===== src/include/plic_config.svh =====
`ifndef PLIC_CONFIG_SVH
`define PLIC_CONFIG_SVH

// Source vector width, bit 0 is the reserved "none" ID
`define PLIC_NUM_SRC 32
`define PLIC_PRIO_BITS 3
`define PLIC_SYNC_STAGES 2

// ******************************
// Register map
// ******************************
`define PLIC_ADDR_BITS 12
`define PLIC_OFS_PRIO 12'h000
`define PLIC_OFS_PENDING 12'h080
`define PLIC_OFS_ENABLE 12'h100
`define PLIC_OFS_THRESHOLD 12'h200
`define PLIC_OFS_CLAIM 12'h204

// ******************************
// Source map, first ID of each group
// ******************************
`define PLIC_MAP_UART_LO 1
`define PLIC_MAP_SPI 5
`define PLIC_MAP_I2C_LO 6
`define PLIC_MAP_GPIO_LO 8
`define PLIC_MAP_USER_LO 16

`endif


===== src/logic/plic_pkg.sv =====
`include "plic_config.svh"

package plic_pkg;

	// Source ID, 0 means no interrupt
	typedef logic [$clog2(`PLIC_NUM_SRC)-1:0] src_id_t;

	// Priority and threshold level
	typedef logic [`PLIC_PRIO_BITS-1:0] prio_t;

	// AXI4-Lite response codes in use
	typedef enum logic [1:0]
	{
		OKAY = 2'b00,
		SLVERR = 2'b10
	} axi_resp_t;

endpackage


===== src/logic/irq_synchronizer.sv =====
`timescale 1ns/1ps

module irq_synchronizer
#(
	parameter int STAGES = 2
)
(
	input logic clk,
	input logic rst,
	input logic [31:0] async_in,
	output logic [31:0] sync_out
);

	logic [31:0] stage_q [STAGES];

	// Plain flop chain per bit, first stage may go metastable
	always_ff @(posedge clk)
	begin
		if (rst)
		begin
			for (int i = 0; i < STAGES; i++)
			begin
				stage_q[i] <= '0;
			end
		end
		else
		begin
			stage_q[0] <= async_in;
			for (int i = 1; i < STAGES; i++)
			begin
				stage_q[i] <= stage_q[i-1];
			end
		end
	end

	assign sync_out = stage_q[STAGES-1];

endmodule


===== src/logic/plic_gateway.sv =====
`timescale 1ns/1ps
`include "plic_config.svh"

module plic_gateway
(
	input logic clk,
	input logic rst,
	input logic [31:0] sync_irq,
	input logic claim_valid,
	input plic_pkg::src_id_t claim_id,
	input logic complete_valid,
	input plic_pkg::src_id_t complete_id,
	output logic [31:0] pending
);

	logic [31:0] in_service_q;
	logic [31:0] pending_d;
	logic [31:0] in_service_d;

	always_comb
	begin
		pending_d = pending;
		in_service_d = in_service_q;

		// Level sources latch only when idle
		for (int i = 1; i < `PLIC_NUM_SRC; i++)
		begin
			if (sync_irq[i] && !pending[i] && !in_service_q[i])
			begin
				pending_d[i] = 1'b1;
			end
		end

		if (complete_valid)
		begin
			in_service_d[complete_id] = 1'b0;
		end

		// Claim wins over a complete of the same ID
		if (claim_valid && (claim_id != '0))
		begin
			pending_d[claim_id] = 1'b0;
			in_service_d[claim_id] = 1'b1;
		end
	end

	always_ff @(posedge clk)
	begin
		if (rst)
		begin
			pending <= '0;
			in_service_q <= '0;
		end
		else
		begin
			pending <= pending_d;
			in_service_q <= in_service_d;
		end
	end

	a_pend_serv_excl: assert property (@(posedge clk) disable iff (rst)
		(pending & in_service_q) == '0);

	a_id0_idle: assert property (@(posedge clk) disable iff (rst)
		!pending[0]);

endmodule


===== src/logic/plic_target.sv =====
`timescale 1ns/1ps
`include "plic_config.svh"

module plic_target
(
	input logic clk,
	input logic rst,
	input logic [31:0] pending,
	input logic [31:0] enable,
	input logic [`PLIC_NUM_SRC*`PLIC_PRIO_BITS-1:0] prio_flat,
	input plic_pkg::prio_t threshold,
	output plic_pkg::src_id_t best_id,
	output logic hart_irq
);

	plic_pkg::prio_t best_prio;
	plic_pkg::prio_t cur_prio;

	// ******************************
	// Priority scan
	// ******************************

	// Strict compare keeps the lowest ID on ties and skips priority 0
	always_comb
	begin
		best_id = '0;
		best_prio = '0;
		cur_prio = '0;
		for (int i = 1; i < `PLIC_NUM_SRC; i++)
		begin
			cur_prio = prio_flat[i*`PLIC_PRIO_BITS +: `PLIC_PRIO_BITS];
			if (pending[i] && enable[i] && (cur_prio > best_prio))
			begin
				best_id = plic_pkg::src_id_t'(i);
				best_prio = cur_prio;
			end
		end
	end

	// ******************************
	// Hart interrupt
	// ******************************
	always_ff @(posedge clk)
	begin
		if (rst)
		begin
			hart_irq <= 1'b0;
		end
		else
		begin
			hart_irq <= (best_prio > threshold);
		end
	end

	a_irq_has_src: assert property (@(posedge clk) disable iff (rst)
		hart_irq |-> ($past(best_id) != '0));

endmodule


===== src/logic/plic_axil_regs.sv =====
`timescale 1ns/1ps
`include "plic_config.svh"

module plic_axil_regs
(
	input logic clk,
	input logic rst,

	input logic [`PLIC_ADDR_BITS-1:0] awaddr,
	input logic awvalid,
	output logic awready,
	input logic [31:0] wdata,
	input logic [3:0] wstrb,
	input logic wvalid,
	output logic wready,
	output plic_pkg::axi_resp_t bresp,
	output logic bvalid,
	input logic bready,
	input logic [`PLIC_ADDR_BITS-1:0] araddr,
	input logic arvalid,
	output logic arready,
	output logic [31:0] rdata,
	output plic_pkg::axi_resp_t rresp,
	output logic rvalid,
	input logic rready,

	input logic [31:0] pending,
	input plic_pkg::src_id_t best_id,
	output logic [31:0] enable,
	output logic [`PLIC_NUM_SRC*`PLIC_PRIO_BITS-1:0] prio_flat,
	output plic_pkg::prio_t threshold,
	output logic claim_valid,
	output plic_pkg::src_id_t claim_id,
	output logic complete_valid,
	output plic_pkg::src_id_t complete_id
);

	localparam int AB = `PLIC_ADDR_BITS;

	plic_pkg::prio_t prio_q [`PLIC_NUM_SRC];

	logic aw_hs;
	logic ar_hs;
	logic wr_full;
	logic wr_prio;
	logic wr_err;
	logic rd_prio;
	logic rd_err;
	plic_pkg::src_id_t wr_id;
	plic_pkg::src_id_t rd_id;
	logic [31:0] rd_word;

	// True for a word-aligned offset inside the priority block
	function automatic logic in_prio(input logic [AB-1:0] addr);
		logic [AB-1:0] rel;
		rel = addr - `PLIC_OFS_PRIO;
		return (rel < `PLIC_NUM_SRC * 4) && (rel[1:0] == 2'b00);
	endfunction

	function automatic plic_pkg::src_id_t prio_id(input logic [AB-1:0] addr);
		logic [AB-1:0] rel;
		rel = addr - `PLIC_OFS_PRIO;
		return plic_pkg::src_id_t'(rel >> 2);
	endfunction

	assign aw_hs = awready && awvalid && wvalid;
	assign ar_hs = arready && arvalid;

	// ******************************
	// Write path
	// ******************************
	always_comb
	begin
		wr_prio = in_prio(awaddr);
		wr_id = prio_id(awaddr);
		wr_full = (wstrb == 4'hf);
		wr_err = 1'b1;
		if (wr_full)
		begin
			if (wr_prio)
			begin
				wr_err = (wr_id == '0);
			end
			else if ((awaddr == `PLIC_OFS_ENABLE) || (awaddr == `PLIC_OFS_THRESHOLD) ||
				(awaddr == `PLIC_OFS_CLAIM))
			begin
				wr_err = 1'b0;
			end
		end
	end

	// One pulse on both readys, next response waits for bready
	always_ff @(posedge clk)
	begin
		if (rst)
		begin
			awready <= 1'b0;
			bvalid <= 1'b0;
		end
		else
		begin
			awready <= awvalid && wvalid && !bvalid && !awready;
			if (aw_hs)
			begin
				bvalid <= 1'b1;
			end
			else if (bready)
			begin
				bvalid <= 1'b0;
			end
		end
	end

	assign wready = awready;

	always_ff @(posedge clk)
	begin
		if (aw_hs)
		begin
			bresp <= wr_err ? plic_pkg::SLVERR : plic_pkg::OKAY;
		end
	end

	always_ff @(posedge clk)
	begin
		if (rst)
		begin
			enable <= '0;
			threshold <= '0;
			for (int i = 0; i < `PLIC_NUM_SRC; i++)
			begin
				prio_q[i] <= '0;
			end
		end
		else if (aw_hs && !wr_err)
		begin
			if (wr_prio)
			begin
				prio_q[wr_id] <= wdata[`PLIC_PRIO_BITS-1:0];
			end
			else if (awaddr == `PLIC_OFS_ENABLE)
			begin
				// No source behind ID 0
				enable <= {wdata[31:1], 1'b0};
			end
			else if (awaddr == `PLIC_OFS_THRESHOLD)
			begin
				threshold <= wdata[`PLIC_PRIO_BITS-1:0];
			end
		end
	end

	always_comb
	begin
		for (int i = 0; i < `PLIC_NUM_SRC; i++)
		begin
			prio_flat[i*`PLIC_PRIO_BITS +: `PLIC_PRIO_BITS] = prio_q[i];
		end
	end

	// Completing a disabled ID is dropped here
	assign complete_id = wdata[$bits(plic_pkg::src_id_t)-1:0];
	assign complete_valid = aw_hs && wr_full && (awaddr == `PLIC_OFS_CLAIM) &&
		enable[complete_id];

	// ******************************
	// Read path
	// ******************************
	always_comb
	begin
		rd_prio = in_prio(araddr);
		rd_id = prio_id(araddr);
		rd_word = '0;
		rd_err = 1'b0;
		if (rd_prio)
		begin
			rd_word = 32'(prio_q[rd_id]);
		end
		else
		begin
			case (araddr)
				`PLIC_OFS_PENDING: rd_word = pending;
				`PLIC_OFS_ENABLE: rd_word = enable;
				`PLIC_OFS_THRESHOLD: rd_word = 32'(threshold);
				`PLIC_OFS_CLAIM: rd_word = 32'(best_id);
				default: rd_err = 1'b1;
			endcase
		end
	end

	always_ff @(posedge clk)
	begin
		if (rst)
		begin
			arready <= 1'b0;
			rvalid <= 1'b0;
		end
		else
		begin
			arready <= arvalid && !rvalid && !arready;
			if (ar_hs)
			begin
				rvalid <= 1'b1;
			end
			else if (rready)
			begin
				rvalid <= 1'b0;
			end
		end
	end

	always_ff @(posedge clk)
	begin
		if (ar_hs)
		begin
			rdata <= rd_word;
			rresp <= rd_err ? plic_pkg::SLVERR : plic_pkg::OKAY;
		end
	end

	// Claim takes effect in the accept cycle
	assign claim_valid = ar_hs && (araddr == `PLIC_OFS_CLAIM);
	assign claim_id = best_id;

	a_bvalid_hold: assert property (@(posedge clk) disable iff (rst)
		bvalid && !bready |=> bvalid && $stable(bresp));

	a_rvalid_hold: assert property (@(posedge clk) disable iff (rst)
		rvalid && !rready |=> rvalid && $stable(rdata));

	// A write is only accepted with no response outstanding
	a_aw_one_outstanding: assert property (@(posedge clk) disable iff (rst)
		awready |-> !bvalid);

endmodule


===== src/logic/plic_top.sv =====
`timescale 1ns/1ps
`include "plic_config.svh"

module plic_top
(
	input logic clk,
	input logic rst,

	input logic [`PLIC_ADDR_BITS-1:0] awaddr,
	input logic awvalid,
	output logic awready,
	input logic [31:0] wdata,
	input logic [3:0] wstrb,
	input logic wvalid,
	output logic wready,
	output plic_pkg::axi_resp_t bresp,
	output logic bvalid,
	input logic bready,
	input logic [`PLIC_ADDR_BITS-1:0] araddr,
	input logic arvalid,
	output logic arready,
	output logic [31:0] rdata,
	output plic_pkg::axi_resp_t rresp,
	output logic rvalid,
	input logic rready,

	input logic [3:0] uart_irq,
	input logic spi_irq,
	input logic [1:0] i2c_irq,
	input logic [7:0] gpio_irq,
	input logic [15:0] user_irq,
	output logic hart_irq
);

	logic [31:0] raw_irq;
	logic [31:0] sync_irq;
	logic [31:0] pending;
	logic [31:0] enable;
	logic [`PLIC_NUM_SRC*`PLIC_PRIO_BITS-1:0] prio_flat;
	plic_pkg::prio_t threshold;
	plic_pkg::src_id_t best_id;
	logic claim_valid;
	plic_pkg::src_id_t claim_id;
	logic complete_valid;
	plic_pkg::src_id_t complete_id;

	// ******************************
	// Source map
	// ******************************
	always_comb
	begin
		raw_irq = '0;
		raw_irq[`PLIC_MAP_UART_LO +: $bits(uart_irq)] = uart_irq;
		raw_irq[`PLIC_MAP_SPI] = spi_irq;
		raw_irq[`PLIC_MAP_I2C_LO +: $bits(i2c_irq)] = i2c_irq;
		raw_irq[`PLIC_MAP_GPIO_LO +: $bits(gpio_irq)] = gpio_irq;
		raw_irq[`PLIC_MAP_USER_LO +: $bits(user_irq)] = user_irq;
	end

	irq_synchronizer
	#(
		.STAGES(`PLIC_SYNC_STAGES)
	)
	i_sync
	(
		.clk(clk),
		.rst(rst),
		.async_in(raw_irq),
		.sync_out(sync_irq)
	);

	plic_gateway i_gateway
	(
		.clk(clk),
		.rst(rst),
		.sync_irq(sync_irq),
		.claim_valid(claim_valid),
		.claim_id(claim_id),
		.complete_valid(complete_valid),
		.complete_id(complete_id),
		.pending(pending)
	);

	plic_target i_target
	(
		.clk(clk),
		.rst(rst),
		.pending(pending),
		.enable(enable),
		.prio_flat(prio_flat),
		.threshold(threshold),
		.best_id(best_id),
		.hart_irq(hart_irq)
	);

	// ******************************
	// Register slave
	// ******************************
	plic_axil_regs i_regs
	(
		.clk(clk),
		.rst(rst),
		.awaddr(awaddr),
		.awvalid(awvalid),
		.awready(awready),
		.wdata(wdata),
		.wstrb(wstrb),
		.wvalid(wvalid),
		.wready(wready),
		.bresp(bresp),
		.bvalid(bvalid),
		.bready(bready),
		.araddr(araddr),
		.arvalid(arvalid),
		.arready(arready),
		.rdata(rdata),
		.rresp(rresp),
		.rvalid(rvalid),
		.rready(rready),
		.pending(pending),
		.best_id(best_id),
		.enable(enable),
		.prio_flat(prio_flat),
		.threshold(threshold),
		.claim_valid(claim_valid),
		.claim_id(claim_id),
		.complete_valid(complete_valid),
		.complete_id(complete_id)
	);

endmodule


===== config.mk =====
export PLATFORM = sky130hd
export DESIGN_NAME = plic_top
export DESIGN_NICKNAME = d
export VERILOG_FILES = /design/src/logic/plic_pkg.sv /design/src/logic/irq_synchronizer.sv /design/src/logic/plic_gateway.sv /design/src/logic/plic_target.sv /design/src/logic/plic_axil_regs.sv /design/src/logic/plic_top.sv
export VERILOG_INCLUDE_DIRS = /design/src /design/src/include
export SDC_FILE = /design/constraint.sdc
export NUM_CORES = 1
export LEC_CHECK = 0
export BUFFER_PORTS_ARGS = -buffer_cell sky130_fd_sc_hd__clkbuf_2
export CORE_UTILIZATION = 60
export CTS_BUF_LIST = sky130_fd_sc_hd__clkbuf_8
export DETAILED_ROUTE_END_ITERATION = 10
export GPL_ROUTABILITY_DRIVEN = 0
export PLACE_DENSITY = 0.76
export SETUP_SLACK_MARGIN = 0.15
export SYNTH_ARGS = -nofsm -noshare
export SYNTH_HDL_FRONTEND = slang
export SYNTH_SLANG_ARGS = --single-unit

===== constraint.sdc =====
create_clock -name clk -period 70.7 [get_ports clk]
set_input_delay 14.14 -clock clk [delete_from_list [all_inputs] [get_ports clk]]
set_output_delay 14.14 -clock clk [all_outputs]
set_load 0.1 [all_outputs]

; Yosys cells after proc, flatten, opt, wreduce, memory -nomap -nowiden
; Memories as Yosys holds them, arrays and structs flattened.
; Cells that the tools add are included.
; W data, S select, Z words.
[classes]
n_eq_ne = 8
mux = 127
reduce_logical = 221
bitwise = 9
order_cmp = 38
[op_table]
columns = op, count
row1 = $mux W32, 5
row2 = $logic_and A1 B1 Y1, 142
row3 = $pmux W32 S4, 1
row4 = $mux W3, 37
row5 = $gt A3 B3 Y1, 31
row6 = $mux W5, 17
row7 = $logic_not A1 Y1, 67
row8 = $and A32 B32 Y32, 2
row9 = $not A32 Y32, 2
row10 = $mux W1, 52
row11 = $eq A12 B10 Y1 const B, 4
row12 = $mux W4, 8
row13 = $or A32 B32 Y32, 1
row14 = $eq A12 B9 Y1 const B, 2
row15 = $lt A12 B8 Y1 const B, 2
row16 = $eq A12 B8 Y1 const B, 1
row17 = $lt A5 B6 Y1 const B, 2
row18 = $demux W1 S5, 2
row19 = $ge A5 B1 Y1 const B, 2
row20 = $mux W2, 4
row21 = $bmux W1 S5, 1
row22 = $logic_not A5 Y1, 1
row23 = $reduce_bool A5 Y1, 1
row24 = $eq A4 B4 Y1 const B, 1
row25 = other kinds (10), 15
[word_totals]
in_bits = 98
n_memories = 2
mem_bits_rw = 160
output_inout_bits = 42
register_bits = 139
[mem_list]
columns = name, words, word_bits, rd, rd_ports_with_merged_regs, write_ports, line
row1 = i_regs.prio_q, 32, 3, 32, 0, 32, plic_axil_regs.sv:40  ; plic_pkg::prio_t prio_q [`PLIC_NUM_SRC];
row2 = i_sync.stage_q, 2, 32, 2, 0, 2, irq_synchronizer.sv:14  ; logic [31:0] stage_q [STAGES];

; Depth between registers and ports, before layout
; An unclocked memory read counts as a cell.
[logic_depth]
word_depth = 101
mapped_depth = 230

; Hierarchy
; Synthesis repeated with hierarchy kept, for this count alone.
[hier_totals]
cells_unflattened = 1905
area_unflattened_um2 = 17717.0
[modules_own_cells]
columns = module, instances, area_per_inst_um2, seq_area_each_um2, cells_each
row1 = plic_axil_regs, 1, 7888.8, 4664.5, 668
row2 = plic_target, 1, 5093.6, 20.0, 774
row3 = plic_gateway, 1, 2572.5, 1261.2, 295
row4 = irq_synchronizer, 1, 2158.3, 1281.2, 167
row5 = plic_top, 1, 3.8, 0.0, 1

; Worst setup path after synthesis
; No wires, ideal clock.
[synth_path]
path_kind = register -> register
from = register i_regs.enable[1]
to = register i_gateway.pending[12]
arrival_ns = 40.036
setup_slack_ns = 30.548
synth_period_minus_slack_ns = 40.152
stages_incl_launch_ff = 216
required_time_ns = 70.584
setup_ns = 0.116
n_path_buf = 0
cell_sequence = dfxtp_1 > and3_2 > inv_2 > ha_1 > nor2b_4 > o311a_4 > a21oi_1 > nor2_1 > ha_1 > o21ai_0 > a31oi_1 > a211o_1 > nand2_4 > mux2_2 > ha_1 > nor2_1 > nor2_1 > o211ai_1 > [180 not listed] > nor2_1 > a31o_2 > ha_1 > nor2b_1 > o21ai_0 > nand2b_1 > and4_1 > o21a_1 > ha_1 > nor2b_1 > o21ai_0 > a21oi_1 > or2_2 > or4_4 > nor4_2 > nand4b_1 > or2_1 > o211a_1
[synth_between]
elab_chain_len = 100
word_cells_on_any_way = 133
[synth_lines]
columns = element, line
row1 = from (decl), plic_axil_regs.sv:29  ; output logic [31:0] enable,
row2 = from (signal assigned), plic_axil_regs.sv:144  ; enable <= {wdata[31:1], 1'b0};
row3 = $logic_and A1 B1 Y1 * (2 in series), plic_target.sv:32  ; if (pending[i] && enable[i] && (cur_prio > best_prio))
row4 = $mux W3, plic_target.sv:32
row5 = $gt A3 B3 Y1, plic_target.sv:32
row6 = $logic_and A1 B1 Y1, plic_target.sv:32
row7 = $mux W3, plic_target.sv:32
row8 = $gt A3 B3 Y1, plic_target.sv:32
row9 = $logic_and A1 B1 Y1, plic_target.sv:32
row10 = $mux W3, plic_target.sv:32
row11 = [83 not listed], n/a
row12 = $mux W5 *, plic_target.sv:32
row13 = $lt A5 B6 Y1 (implied by the code) / $ge A5 B1 Y1 (equally long branches), plic_gateway.sv:42  ; pending_d[claim_id] = 1'b0;
row14 = $logic_and A1 B1 Y1 (implied by the code), plic_gateway.sv:42
row15 = $mux W1 (implied by the code), plic_gateway.sv:42
row16 = $demux W1 S5, n/a
row17 = $not A32 Y32 (no source line), n/a
row18 = $and A32 B32 Y32 (no source line), n/a
row19 = $mux W32 *, plic_gateway.sv:40  ; if (claim_valid && (claim_id != '0))
row20 = to (signal assigned), plic_gateway.sv:56  ; pending <= pending_d;
row21 = to (decl), plic_gateway.sv:13  ; output logic [31:0] pending
; Mark *: on every way between the ends. The rest lies on a longest branch, timed or not.
; A chain may end at the register's enable or synchronous reset.

; Worst setup path in the final report
[layout_path]
from = register i_regs.enable[1]
to = register i_gateway.pending[16]
; Same word-level chain as after synthesis.

==> impl_metrics.csv <==
group,metric,value,unit
status,status,"finished, final reports clean",
detailed_routing,dr.pass1.iters,8,
detailed_routing,vias,15500,
timing,slew_violations,0,
clock_network,clk_latency,0.58,ns
detailed_routing,ant_nets,0,
critical_path,cp_num_buf_inv,3,
floorplanning,rows,61,
critical_path,crit_path_max_incr_delay,0.86,ns
synthesis,ys.flop_type,"dfxtp_1",
timing,finalCriticalPeriod,46.72,ns
timing,rsz0062_at_grt,"no",
critical_path,worstPathRequired,71.16,ns
critical_path,crit_family,"compound AO/OA/AOI/OAI gates",
layout,final_util,68.0,%
detailed_routing,wl,50.8,mm
floorplanning,core,0.0279,mm^2
clock_network,cts_max_level,2,
synthesis,netlist.area_leader.share,22.8,%
critical_path,critical_path_arrival,47.19,ns
timing,worst_hold_slack,0.431,ns
placed_design,port_buffers,137,
timing,worstMarginPinSlew,1.17,ns
layout,n_antenna_cell,0,
clock_network,clockRootBuffer,"clkbuf_8",
critical_path,cpMostUsedCell,"nor2_1",
synthesis,synth.distinct_cells,111,
timing,fin_crit_sh,66.1,%
power,ir_drop,0.0000177,V
layout,drive_gt1_share,17.4,%
floorplanning,die_x,171,um
critical_path,end_kind,"flop",
global_route,grt_pass1_vias,14500,
timing,timing.slew.headroom,22.3,%
timing,fin_worst_skew,0.0271,ns
global_route,overflow,0,
clock_network,cts_tree,"built",
timing,fin_setup_tns,0,ns
synthesis,synth_largest_area_cell,"edfxtp_1",
layout,nets,2104,
clock_network,clockBufferDepth,3,
clock_network,cts_buffers,47,
global_route,grt_pass1_wl,78.3,mm
placed_design,hpwl,37.8,mm
global_route,track_usage,35.0,%
power,leakagePower,7.76,nW
synthesis,synth_edf_count,130,
job,maxCapViolations,0,
layout,areaGrowthSynthToFinish,11.0,%
synthesis,synth_area_leaders,"edfxtp_1, dfxtp_1, nor2_1, mux4_2, nor2b_1",
detailed_routing,avgViaCountPerCell,6.53,
critical_path,rrSetupSlack,23.98,ns
clock_network,cts.clk_slew.worst_paths,0.06,ns
synthesis,synth_seq_cells,294,
synthesis,synth_cells,1848,
floorplanning,die_area,0.0292,mm^2
clock_network,ctsResizeCount,0,
critical_path,cp_max_fo,14,
global_route,grt_antenna_before_repair,0,
critical_path,path_class,"flop to flop",
timing,finalWorstSetupSlack,23.98,ns
critical_path,critPathSlowestCell,"a311oi_2",
synthesis,syn_area,0.0171,mm^2
clock_network,cts.sinks,294,
synthesis,async_reset_ff_share,0,%
timing,hold_viol_final,0,
floorplanning,die_h,171,um
timing,setup_viol,0,
power,power_density,19.1,mW/mm^2
clock_network,cts_hold_buf,0,
clock_network,cts_setup_buffers,0,
synthesis,syn_avg_cell_area,9.26,um^2
timing,max_freq,21.4,MHz
power,total_power,0.363,mW
critical_path,cp-start-kind,"flop",
detailed_routing,drt_iter0_drc,2129,
hold_path,hp-class,"flop to flop",
synthesis,synth.yosys.seq_area_share,42.0,%
global_route,grt_max_degree,77,
placed_design,pre_cts_slack,24.89,ns
synthesis,yosysWarnings,0,
detailed_routing,drcViolationCount,0,
floorplanning,start_util,61.3,%
detailed_routing,wl_per_cell,21.3,um
floorplanning,io-pin-count,140,
==> power by group <==
part | switching [mW] | leakage, nW | internal [mW]
registers | 0.00546 | 2.60 | 0.183
logic | 0.0194 | 4.61 | 0.0102
clock network | 0.0677 | 0.553 | 0.0780
total | 0.0925 | 7.76 | 0.271
==> registers in the layout, summed over array words and instances, names as in the netlist, 3 cells and up <==
name,cells
i_regs.rdata,32
i_regs.enable,31
i_gateway.pending,32
i_regs.prio_q,96
i_gateway.in_service_q,31
i_regs.threshold,3
i_sync.stage_q,62
==> path summary, 6_finish.rpt <==
kind              depth (start not counted)                   from               endpoint
hold / removal                            1  i_sync.stage_q[0][30]  i_sync.stage_q[0][62]
setup / recovery                        217       i_regs.enable[1]  i_gateway.pending[16]
setup reg to reg                        217       i_regs.enable[1]  i_gateway.pending[16]
hold reg to reg                           1  i_sync.stage_q[0][30]  i_sync.stage_q[0][62]
==> stage by stage <==
stage               std cells  area (um^2)
detailed placement       2295        18100
global route             2379        19000
floorplan                1852        17100
global placement         2295        18100
CTS                      2379        19000
finish                   2379        19000
==> synth_stat cells, drive strengths merged (9+ instances only) <==
library cell / instances
o211a: 19
inv: 73
a21oi: 109
nor3: 41
buf: 17
nor4: 15
mux2: 14
nand2: 161
or3: 11
maj3: 9
o21a: 16
a31oi: 24
o211ai: 13
nand2b: 16
o22ai: 9
nand4: 16
a21o: 18
ha: 40
mux4: 37
and3: 31
nor2: 229
mux2i: 40
nor2b: 104
o21ai: 129
nand3: 58
a211oi: 19
a22o: 32
dfxtp: 164
a31o: 9
and2: 24
or2: 19
edfxtp: 130
clkbuf: 66
==> final cells by class <==
class / count / area [um^2]
clock buffer: 58 / 798
clock inverter: 26 / 153
fill: 2326 / 8930
inverter: 74 / 278
multi-input combinational: 1401 / 9340
sequential: 294 / 7190
tap: 378 / 473
timing repair buffer: 148 / 771
==> metal layers <==
layer	GRT usage [%]	routed length, um	vias up
li1	-	-	7086
met1	45.9	19800	7301
met2	55.7	22900	972
met3	7.29	5850	173
met4	16.0	2250	0
met5	0	0	-
==> cell usage in the layout, fill, tap and decap left out, drive strengths merged, types with 12 or more instances in the layout <==
cell / instances
a31oi: 24
mux4: 37
buf: 12
nand2b: 16
inv: 89
nor2b: 104
nand2: 161
nand4: 16
a21o: 18
edfxtp: 130
mux2i: 40
ha: 40
a211oi: 19
or2: 19
nor4: 15
a22o: 32
and3: 31
nor2: 229
nand3: 58
nor3: 41
a21oi: 109
and2: 24
o211a: 19
o21ai: 129
dfxtp: 164
o211ai: 13
mux2: 14
clkbuf: 194
o21a: 16
==> cell families after synthesis <==
group | share of synthesized area (%)
adder cells (fa/ha/maj) | 3.46
buffers and inverters | 3.56
AND/OR/NAND/NOR | 22.6
XOR/XNOR | 0.0512
flip-flops | 42.0
other | 0.0219
AO/OA/AOI/OAI | 20.2
multiplexers | 8.13
Note: power is estimated with default switching activity, not from simulation.
